$ cat src/color_track_pkg.sv
package color_track_pkg;

    // frame geometry of the down-sampled camera frame
    localparam int frame_w = 320;
    localparam int frame_h = 180;

    // raster position widths, enough for 0..319 and 0..179
    localparam int x_w = 9;
    localparam int y_w = 8;

    // buffer depth, which is also the number of credits the sender starts with
    localparam int fifo_depth = 8;
    // counts 0..fifo_depth inclusive
    localparam int credit_w = 4;

    // one expanded colour channel
    localparam int chan_w = 8;

    // channel select codes, 3 and 7 give zero
    localparam logic [2:0] sel_green = 3'd0;
    localparam logic [2:0] sel_red   = 3'd1;
    localparam logic [2:0] sel_blue  = 3'd2;
    localparam logic [2:0] sel_y     = 3'd4;
    localparam logic [2:0] sel_cr    = 3'd5;
    localparam logic [2:0] sel_cb    = 3'd6;

    // centroid accumulators, sized for a full frame of hits
    localparam int sum_x_w = 25;
    localparam int sum_y_w = 24;
    localparam int count_w = 16;

    // buffer word is {pixel, x, y, last}
    localparam int fifo_word_w   = 34;
    localparam int word_pix_lsb  = 18;
    localparam int word_x_lsb    = 9;
    localparam int word_y_lsb    = 1;
    localparam int word_last_bit = 0;

    // rgb565 pixel, seen either as the raw word or as its colour fields
    typedef union packed {
        logic [15:0] raw;
        struct packed {
            logic [4:0] red;
            logic [5:0] green;
            logic [4:0] blue;
        } f;
    } rgb565_u;

endpackage

$ cat src/centroid_accum.sv
module centroid_accum
    import color_track_pkg::*;
(
    input  logic           clk_pixel,
    input  logic           sys_rst_pixel,
    input  logic           hit_i,
    input  logic [x_w-1:0] x_i,
    input  logic [y_w-1:0] y_i,
    input  logic           last_i,
    output logic           com_valid_o,
    output logic [x_w-1:0] com_x_o,
    output logic [y_w-1:0] com_y_o
);

    // running sums of the current frame
    logic [sum_x_w-1:0] sum_x;
    logic [sum_y_w-1:0] sum_y;
    logic [count_w-1:0] count;

    // frame totals including a hit on the current cycle
    logic [sum_x_w-1:0] tot_x;
    logic [sum_y_w-1:0] tot_y;
    logic [count_w-1:0] tot_count;

    // divider state, dvd turns into the quotient as it shifts
    logic                          busy;
    logic                          phase_y;
    logic [$clog2(sum_x_w+1)-1:0]  bit_cnt;
    logic [sum_x_w-1:0]            dvd;
    logic [count_w-1:0]            divisor;
    logic [count_w-1:0]            rem;
    logic [sum_y_w-1:0]            sum_y_snap;
    logic [x_w-1:0]                quot_x;

    // one restoring step
    logic [count_w:0]   rem_shift;
    logic               q_bit;
    logic [count_w-1:0] rem_next;
    logic [sum_x_w-1:0] dvd_next;

    assign tot_x     = hit_i ? sum_x + sum_x_w'(x_i) : sum_x;
    assign tot_y     = hit_i ? sum_y + sum_y_w'(y_i) : sum_y;
    assign tot_count = hit_i ? count + 1'b1 : count;

    // bring down the next dividend bit, subtract when it fits
    assign rem_shift = {rem, dvd[sum_x_w-1]};
    assign q_bit     = (rem_shift >= {1'b0, divisor});
    assign rem_next  = q_bit ? count_w'(rem_shift - {1'b0, divisor}) : count_w'(rem_shift);
    assign dvd_next  = {dvd[sum_x_w-2:0], q_bit};

    always_ff @(posedge clk_pixel) begin
        if (sys_rst_pixel) begin
            sum_x       <= '0;
            sum_y       <= '0;
            count       <= '0;
            busy        <= 1'b0;
            phase_y     <= 1'b0;
            bit_cnt     <= '0;
            com_valid_o <= 1'b0;
        end else begin
            com_valid_o <= 1'b0;
            if (last_i) begin
                // frame closed, start over for the next one
                sum_x <= '0;
                sum_y <= '0;
                count <= '0;
                // an empty frame leaves the old centre in place
                if (tot_count != '0) begin
                    busy    <= 1'b1;
                    phase_y <= 1'b0;
                    bit_cnt <= ($clog2(sum_x_w+1))'(sum_x_w);
                end
            end else begin
                sum_x <= tot_x;
                sum_y <= tot_y;
                count <= tot_count;
                if (busy) begin
                    bit_cnt <= bit_cnt - 1'b1;
                    if (bit_cnt == 1) begin
                        if (phase_y) begin
                            busy        <= 1'b0;
                            com_valid_o <= 1'b1;
                        end else begin
                            // x done, y runs fewer steps
                            phase_y <= 1'b1;
                            bit_cnt <= ($clog2(sum_x_w+1))'(sum_y_w);
                        end
                    end
                end
            end
        end
    end

    // datapath of the divider and the held results
    always_ff @(posedge clk_pixel) begin
        if (last_i) begin
            dvd        <= tot_x;
            divisor    <= tot_count;
            rem        <= '0;
            sum_y_snap <= tot_y;
        end else if (busy) begin
            dvd <= dvd_next;
            rem <= rem_next;
            if (bit_cnt == 1) begin
                if (phase_y) begin
                    com_x_o <= quot_x;
                    com_y_o <= dvd_next[y_w-1:0];
                end else begin
                    quot_x <= dvd_next[x_w-1:0];
                    // y is left aligned so its top bit comes out first
                    dvd    <= {sum_y_snap, {(sum_x_w-sum_y_w){1'b0}}};
                    rem    <= '0;
                end
            end
        end
    end

endmodule

$ cat src/color_tracker_top.sv
module color_tracker_top
    import color_track_pkg::*;
(
    input  logic              clk_pixel,
    input  logic              sys_rst_pixel,
    input  logic              pix_valid_i,
    input  rgb565_u           pix_data_i,
    output logic              credit_o,
    input  logic [2:0]        chan_sel_i,
    input  logic [chan_w-1:0] lower_i,
    input  logic [chan_w-1:0] upper_i,
    input  logic              mask_ready_i,
    output logic              mask_valid_o,
    output logic              mask_o,
    output logic [chan_w-1:0] chan_o,
    output logic              com_valid_o,
    output logic [x_w-1:0]    com_x_o,
    output logic [y_w-1:0]    com_y_o
);

    // producer to buffer
    logic                   push;
    logic [fifo_word_w-1:0] push_word;

    // buffer to consumer
    logic [fifo_word_w-1:0] head_word;
    logic                   not_empty;
    logic                   pop;

    // consumer output sideband
    logic [x_w-1:0]         out_x;
    logic [y_w-1:0]         out_y;
    logic                   out_last;

    // centroid only sees pixels that actually left on the stream
    logic                   hs_hit;
    logic                   hs_last;

    assign hs_hit  = mask_valid_o && mask_ready_i && mask_o;
    assign hs_last = mask_valid_o && mask_ready_i && out_last;

    pixel_ingest u_ingest (
        .clk_pixel     (clk_pixel),
        .sys_rst_pixel (sys_rst_pixel),
        .pix_valid_i   (pix_valid_i),
        .pix_data_i    (pix_data_i),
        .push_o        (push),
        .word_o        (push_word)
    );

    pixel_fifo u_fifo (
        .clk_pixel     (clk_pixel),
        .sys_rst_pixel (sys_rst_pixel),
        .push_i        (push),
        .word_i        (push_word),
        .pop_i         (pop),
        .word_o        (head_word),
        .not_empty_o   (not_empty),
        .credit_o      (credit_o)
    );

    mask_pipeline u_mask (
        .clk_pixel     (clk_pixel),
        .sys_rst_pixel (sys_rst_pixel),
        .word_i        (head_word),
        .not_empty_i   (not_empty),
        .pop_o         (pop),
        .chan_sel_i    (chan_sel_i),
        .lower_i       (lower_i),
        .upper_i       (upper_i),
        .mask_ready_i  (mask_ready_i),
        .mask_valid_o  (mask_valid_o),
        .mask_o        (mask_o),
        .chan_o        (chan_o),
        .x_o           (out_x),
        .y_o           (out_y),
        .last_o        (out_last)
    );

    centroid_accum u_centroid (
        .clk_pixel     (clk_pixel),
        .sys_rst_pixel (sys_rst_pixel),
        .hit_i         (hs_hit),
        .x_i           (out_x),
        .y_i           (out_y),
        .last_i        (hs_last),
        .com_valid_o   (com_valid_o),
        .com_x_o       (com_x_o),
        .com_y_o       (com_y_o)
    );

endmodule

$ cat src/mask_pipeline.sv
module mask_pipeline
    import color_track_pkg::*;
(
    input  logic                   clk_pixel,
    input  logic                   sys_rst_pixel,
    input  logic [fifo_word_w-1:0] word_i,
    input  logic                   not_empty_i,
    output logic                   pop_o,
    input  logic [2:0]             chan_sel_i,
    input  logic [chan_w-1:0]      lower_i,
    input  logic [chan_w-1:0]      upper_i,
    input  logic                   mask_ready_i,
    output logic                   mask_valid_o,
    output logic                   mask_o,
    output logic [chan_w-1:0]      chan_o,
    output logic [x_w-1:0]         x_o,
    output logic [y_w-1:0]         y_o,
    output logic                   last_o
);

    rgb565_u           pix;
    logic [chan_w-1:0] chan_val;
    logic              load;

    // saturate to one unsigned byte
    function automatic logic [chan_w-1:0] clip_byte(input int v);
        if (v < 0) begin
            return '0;
        end
        if (v > 255) begin
            return 8'd255;
        end
        return chan_w'(v);
    endfunction

    assign pix   = rgb565_u'(word_i[word_pix_lsb +: $bits(rgb565_u)]);
    // take a word whenever the output register is free or being drained
    assign load  = not_empty_i && (!mask_valid_o || mask_ready_i);
    assign pop_o = load;

    always_comb begin
        int r;
        int g;
        int b;
        r = int'({pix.f.red, 3'b000});
        g = int'({pix.f.green, 2'b00});
        b = int'({pix.f.blue, 3'b000});
        case (chan_sel_i)
            sel_green: chan_val = chan_w'(g);
            sel_red:   chan_val = chan_w'(r);
            sel_blue:  chan_val = chan_w'(b);
            sel_y:     chan_val = clip_byte(16 + ((66 * r + 129 * g + 25 * b + 128) >>> 8));
            sel_cr:    chan_val = clip_byte(128 + ((112 * r - 94 * g - 18 * b + 128) >>> 8));
            sel_cb:    chan_val = clip_byte(128 + ((-38 * r - 74 * g + 112 * b + 128) >>> 8));
            default:   chan_val = '0;
        endcase
    end

    always_ff @(posedge clk_pixel) begin
        if (sys_rst_pixel) begin
            mask_valid_o <= 1'b0;
        end else if (load) begin
            mask_valid_o <= 1'b1;
        end else if (mask_ready_i) begin
            mask_valid_o <= 1'b0;
        end
    end

    always_ff @(posedge clk_pixel) begin
        if (load) begin
            chan_o <= chan_val;
            mask_o <= (chan_val >= lower_i) && (chan_val <= upper_i);
            x_o    <= word_i[word_x_lsb +: x_w];
            y_o    <= word_i[word_y_lsb +: y_w];
            last_o <= word_i[word_last_bit];
        end
    end

endmodule

$ cat src/pixel_fifo.sv
module pixel_fifo
    import color_track_pkg::*;
(
    input  logic                   clk_pixel,
    input  logic                   sys_rst_pixel,
    input  logic                   push_i,
    input  logic [fifo_word_w-1:0] word_i,
    input  logic                   pop_i,
    output logic [fifo_word_w-1:0] word_o,
    output logic                   not_empty_o,
    output logic                   credit_o
);

    // storage and circular pointers
    logic [fifo_word_w-1:0]          mem [fifo_depth];
    logic [$clog2(fifo_depth)-1:0]   wr_ptr;
    logic [$clog2(fifo_depth)-1:0]   rd_ptr;
    logic [credit_w-1:0]             count;
    logic                            wr_en;
    logic                            rd_en;

    // credits keep the sender from overrunning, full check is a backstop
    assign wr_en = push_i && (count != credit_w'(fifo_depth));
    assign rd_en = pop_i && not_empty_o;

    // head word shown without a register stage
    assign not_empty_o = (count != '0);
    assign word_o      = mem[rd_ptr];

    always_ff @(posedge clk_pixel) begin
        if (wr_en) begin
            mem[wr_ptr] <= word_i;
        end
    end

    always_ff @(posedge clk_pixel) begin
        if (sys_rst_pixel) begin
            wr_ptr   <= '0;
            rd_ptr   <= '0;
            count    <= '0;
            credit_o <= 1'b0;
        end else begin
            // one credit goes back for each word taken
            credit_o <= rd_en;
            // pointers wrap naturally at a power-of-two depth
            if (wr_en) begin
                wr_ptr <= wr_ptr + 1'b1;
            end
            if (rd_en) begin
                rd_ptr <= rd_ptr + 1'b1;
            end
            // occupancy, simultaneous push and pop leave it unchanged
            case ({wr_en, rd_en})
                2'b10:   count <= count + 1'b1;
                2'b01:   count <= count - 1'b1;
                default: count <= count;
            endcase
        end
    end

endmodule

$ cat src/pixel_ingest.sv
module pixel_ingest
    import color_track_pkg::*;
(
    input  logic                   clk_pixel,
    input  logic                   sys_rst_pixel,
    input  logic                   pix_valid_i,
    input  rgb565_u                pix_data_i,
    output logic                   push_o,
    output logic [fifo_word_w-1:0] word_o
);

    // raster position of the pixel arriving next
    logic [x_w-1:0] x_cnt;
    logic [y_w-1:0] y_cnt;
    logic           x_at_end;
    logic           y_at_end;

    assign x_at_end = (x_cnt == x_w'(frame_w - 1));
    assign y_at_end = (y_cnt == y_w'(frame_h - 1));

    // control side: push strobe and position counters
    always_ff @(posedge clk_pixel) begin
        if (sys_rst_pixel) begin
            push_o <= 1'b0;
            x_cnt  <= '0;
            y_cnt  <= '0;
        end else begin
            // sender only sends with a credit, so every pixel is pushed
            push_o <= pix_valid_i;
            if (pix_valid_i) begin
                if (x_at_end) begin
                    x_cnt <= '0;
                    // end of line moves down one row, bottom row wraps
                    if (y_at_end) begin
                        y_cnt <= '0;
                    end else begin
                        y_cnt <= y_cnt + 1'b1;
                    end
                end else begin
                    x_cnt <= x_cnt + 1'b1;
                end
            end
        end
    end

    // payload side: tag the pixel with where it sits in the frame
    always_ff @(posedge clk_pixel) begin
        if (pix_valid_i) begin
            // producer keeps the pixel as a raw word
            word_o[word_pix_lsb +: $bits(rgb565_u)] <= pix_data_i.raw;
            word_o[word_x_lsb +: x_w]               <= x_cnt;
            word_o[word_y_lsb +: y_w]               <= y_cnt;
            // bottom-right pixel closes the frame
            word_o[word_last_bit]                   <= x_at_end && y_at_end;
        end
    end

endmodule

$ cat config.mk
export PLATFORM = sky130hd
export DESIGN_NAME = color_tracker_top
export DESIGN_NICKNAME = d
export VERILOG_FILES = /design/src/color_track_pkg.sv /design/src/centroid_accum.sv /design/src/color_tracker_top.sv /design/src/mask_pipeline.sv /design/src/pixel_fifo.sv /design/src/pixel_ingest.sv
export SDC_FILE = /design/constraint.sdc
export NUM_CORES = 1
export LEC_CHECK = 0
export ABC_AREA = 0
export BUFFER_PORTS_ARGS = -buffer_cell sky130_fd_sc_hd__buf_2
export CAP_MARGIN = 10
export CORE_ASPECT_RATIO = 2
export CORE_MARGIN = 4
export CORE_UTILIZATION = 46
export CTS_CLUSTER_SIZE = 40
export DETAILED_ROUTE_END_ITERATION = 6
export GPL_TIMING_DRIVEN = 0
export PLACE_DENSITY = 0.74
export SYNTH_ARGS = -nofsm -noshare
export SYNTH_HDL_FRONTEND = slang
export SYNTH_SLANG_ARGS = --single-unit
$ cat constraint.sdc
create_clock -name clk_pixel -period 10.8 [get_ports clk_pixel]
set_input_delay 1.62 -clock clk_pixel [delete_from_list [all_inputs] [get_ports clk_pixel]]
set_output_delay 1.62 -clock clk_pixel [all_outputs]
set_load 0.03 [all_outputs]
==> flow_metrics.env <==
export IMPL_status="complete, no violations"
export IMPL_fmax_ghz=0.0986
export IMPL_overflow=0
export IMPL_hold_viol_final=0
export IMPL_clk_latency_ns=0.58
export IMPL_path_delay_family="adder cells"
export IMPL_slew_viol_final=0
export IMPL_slowest_delay_ns=0.55
export IMPL_place_congestion=0.921
export IMPL_ys_warnings_count=0
export IMPL_chipWidth_um=183
export IMPL_drc=0
export IMPL_crit_top_cell="a21oi_1"
export IMPL_arrival_ns=10.48
export IMPL_worstHoldPathCells=0
export IMPL_drive_above_1_share_pct=13.6
export IMPL_setup_viol=0
export IMPL_cts_htree_levels=2
export IMPL_dr_first_iter_drc_count=996
export IMPL_async_flop_share_pct=0
export IMPL_drt_total_wl_um=62900
export IMPL_initial_utilization_pct=46.6
export IMPL_dieHeight_um=357
export IMPL_period_share_pct=93.9
export IMPL_dp_final_hpwl_um=47100
export IMPL_setup_tns_ns=0
export IMPL_post_drt_wl_per_cell_um=20.0
export IMPL_antenna_found_initial=0
export IMPL_netlist_area_um2=28100
export IMPL_finClkSkew_ns=0.0234
export IMPL_via_per_inst=5.56
export IMPL_core_um2=60200
export IMPL_start_kind="flop"
export IMPL_clock_path_buffers=3
export IMPL_place_ws_ns=-1.54
export IMPL_postRouteAntennaNets=0
export IMPL_numPortBuffers=64
export IMPL_worst_path_max_delay_cell="fa_1"
export IMPL_cp_max_fo=10
export IMPL_fillers=4837
export IMPL_ys_seq_area_share_pct=54.1
export IMPL_cts_sinks=546
export IMPL_rows=127
export IMPL_synth_area_per_cell_um2=12.9
export IMPL_synth_nets=2498
export IMPL_rsz0062_at_grt="no"
export IMPL_first_global_vias=18918
export IMPL_grtUsageTotal_pct=19.3
export IMPL_grt_pass1_wl_um=100000
export IMPL_setup_ws_ns=0.657
export IMPL_seq_area_um2=15200
export IMPL_clk_pin_slew_ns=0.07
export IMPL_hp_class="flop to flop"
export IMPL_worstSetupEndpointType="flop"
export IMPL_cap_violations=0
export IMPL_cp_num_buf_inv=6
export IMPL_ys_flop_type="edfxtp_1"
export IMPL_slew_limit_headroom_pct=29.4
export IMPL_reg2reg_to="u_mask.mask_o"
export IMPL_synth_edf_count=424
export IMPL_area_growth_pct=12.2
export IMPL_crit_required_ns=11.13
export IMPL_path_class="flop to flop"
export IMPL_r2r_setup_slack_ns=0.66
export IMPL_synth_seq_cells=546
export IMPL_dieArea_um2=65300
export IMPL_ioPinCount=68
export IMPL_tritoncts="yes"
export IMPL_cts_buffers=45
export IMPL_first_pass_iters=5
export IMPL_ys_types=76
export IMPL_cts_hold_buf=0
export IMPL_nNetsFinal=2646
export IMPL_vias=17441
export IMPL_worstHoldEndpoint="u_centroid.com_x_o[2]"
export IMPL_tightest_slew_ns=1.06
export IMPL_hp_start="u_centroid.quot_x[2]"
export IMPL_synthCells=2175
export IMPL_grt_max_degree=36
export IMPL_reg2reg_depth=42
export IMPL_multiInputGateArea_um2=12000
export IMPL_root_buffer="clkbuf_16"
export IMPL_finalCriticalPeriod_ns=10.14
==> synthesized netlist by cell type, types with 24 or more instances <==
| cell | n | share of area, % |
|---|---|---|
| mux4_2 | 70 | 5.6 |
| a21oi_1 | 116 | 2.1 |
| a21o_1 | 37 | 0.99 |
| o21ai_0 | 82 | 1.5 |
| fa_1 | 60 | 4.3 |
| nor2b_1 | 69 | 1.5 |
| xor2_1 | 67 | 2.1 |
| inv_1 | 214 | 2.9 |
| nor2_1 | 121 | 1.6 |
| nand2_1 | 90 | 1.2 |
| nand3_1 | 39 | 0.70 |
| a211oi_1 | 28 | 0.75 |
| ha_1 | 224 | 10 |
| mux2i_1 | 33 | 1.2 |
| nand4_1 | 24 | 0.54 |
| dfxtp_1 | 122 | 8.7 |
| nor3_1 | 37 | 0.66 |
| clkbuf_1 | 40 | 0.54 |
| edfxtp_1 | 424 | 45 |
| xnor2_1 | 68 | 2.1 |
==> layer usage <==
metal	vias up	share of wire, %	routed length (um)	GRT usage, %
met5	-	0	0	0
met4	0	4.5	2810	8.49
met3	151	4.1	2560	2.11
met2	467	56	34900	37.7
met1	8630	36	22600	20.6
li1	8193	-	-	-
==> kinds of logic after synthesis <==
logic type | synth area share, %
AOI/OAI and AO/OA | 7.65
xor gates and xnor gates | 4.21
adders and majority gates | 14.3
buffers and inverters | 3.71
DFF | 54.1
muxes | 7.80
and+or+nand+nor | 8.25
==> worst max path at each step <==
stage / from / endpoint / slack [ns] / cells past startpoint
final: flop / u_mask.mask_o / 0.66 / 42
after global routing: flop / u_mask.mask_o / 0.04 / 46
after CTS: flop / u_mask.mask_o / 0.04 / 42
after detailed placement: flop / u_mask.mask_o / -1.54 / 44
after global placement: flop / u_mask.mask_o / -1.31 / 44
after floorplan: flop / u_mask.mask_o / 0.69 / 44
==> flip-flops by register name (all words and copies together), names as in the netlist, 24 cells and up, named ones only <==
name	count
u_centroid.dvd	25
u_centroid.sum_x	25
u_centroid.sum_y	24
u_centroid.sum_y_snap	24
u_fifo.mem	272
u_ingest.word_o	34
==> worst reg2reg max path, delay by kind of cell (launching register included) <==
family	cells	cell delay (ns)
xor gates and xnor gates	1	0.13
DFF	1	0.33
AOI/OAI and AO/OA	19	3.04
muxes	2	0.93
adders and majority gates	9	3.85
and+or+nand+nor	5	0.91
buffers and inverters	6	0.71
==> area by class of cell <==
class | instances | share of cell area (%)
Buffer | 57 | 0.850
Timing Repair Buffer | 101 | 2.36
Sequential cell | 546 | 48.2
Multi-Input combinational cell | 1356 | 38.0
Inverter | 216 | 2.61
Antenna cell | 1 | 0.00794
Clock inverter | 29 | 1.01
Tap cell | 774 | 3.07
Clock buffer | 55 | 3.89
==> per-stage QoR <==
step           hold slack, ns  util, %  area, um^2  instances
2_1_floorplan           0.400        -       28100       2175
3_3_place_gp            0.404     48.7       29400       3013
3_5_place_dp            0.408     49.4       29800       3040
4_1_cts                 0.416     52.1       31400       3128
5_1_grt                 0.429     52.3       31500       3134
6_report                0.418     52.3       31500       3135
==> placed cells by master (no fill, tap or decap), types with 19 or more instances in the layout <==
cell / synthesis / routed
inv_1: 214 / 211
nand2_1: 90 / 90
nand4_1: 24 / 24
and3_1: 23 / 23
ha_1: 224 / 223
buf_2: 4 / 68
o21ai_0: 82 / 79
clkbuf_16: 0 / 46
nor2b_1: 69 / 69
edfxtp_1: 424 / 424
xor2_1: 67 / 67
buf_4: 1 / 19
buf_6: 1 / 20
fa_1: 60 / 60
mux2i_1: 33 / 28
a21o_1: 37 / 37
mux2_2: 23 / 21
mux4_2: 70 / 70
a211oi_1: 28 / 28
a21oi_1: 116 / 114
nor2_1: 121 / 118
nand3_1: 39 / 39
dfxtp_1: 122 / 121
xnor2_1: 68 / 68
nor3_1: 37 / 32
clkbuf_1: 40 / 39
==> what timing repair did <==
item                                    CTS  global route
buffers inserted                          4             6
cloned                                    0             0
endpoints found under the setup margin    2             1
pin swaps                                 0             2
resized for setup                        13            35
Power is not shown: default switching activity piles up to over one toggle a cycle in this logic, so the estimate is an artifact.
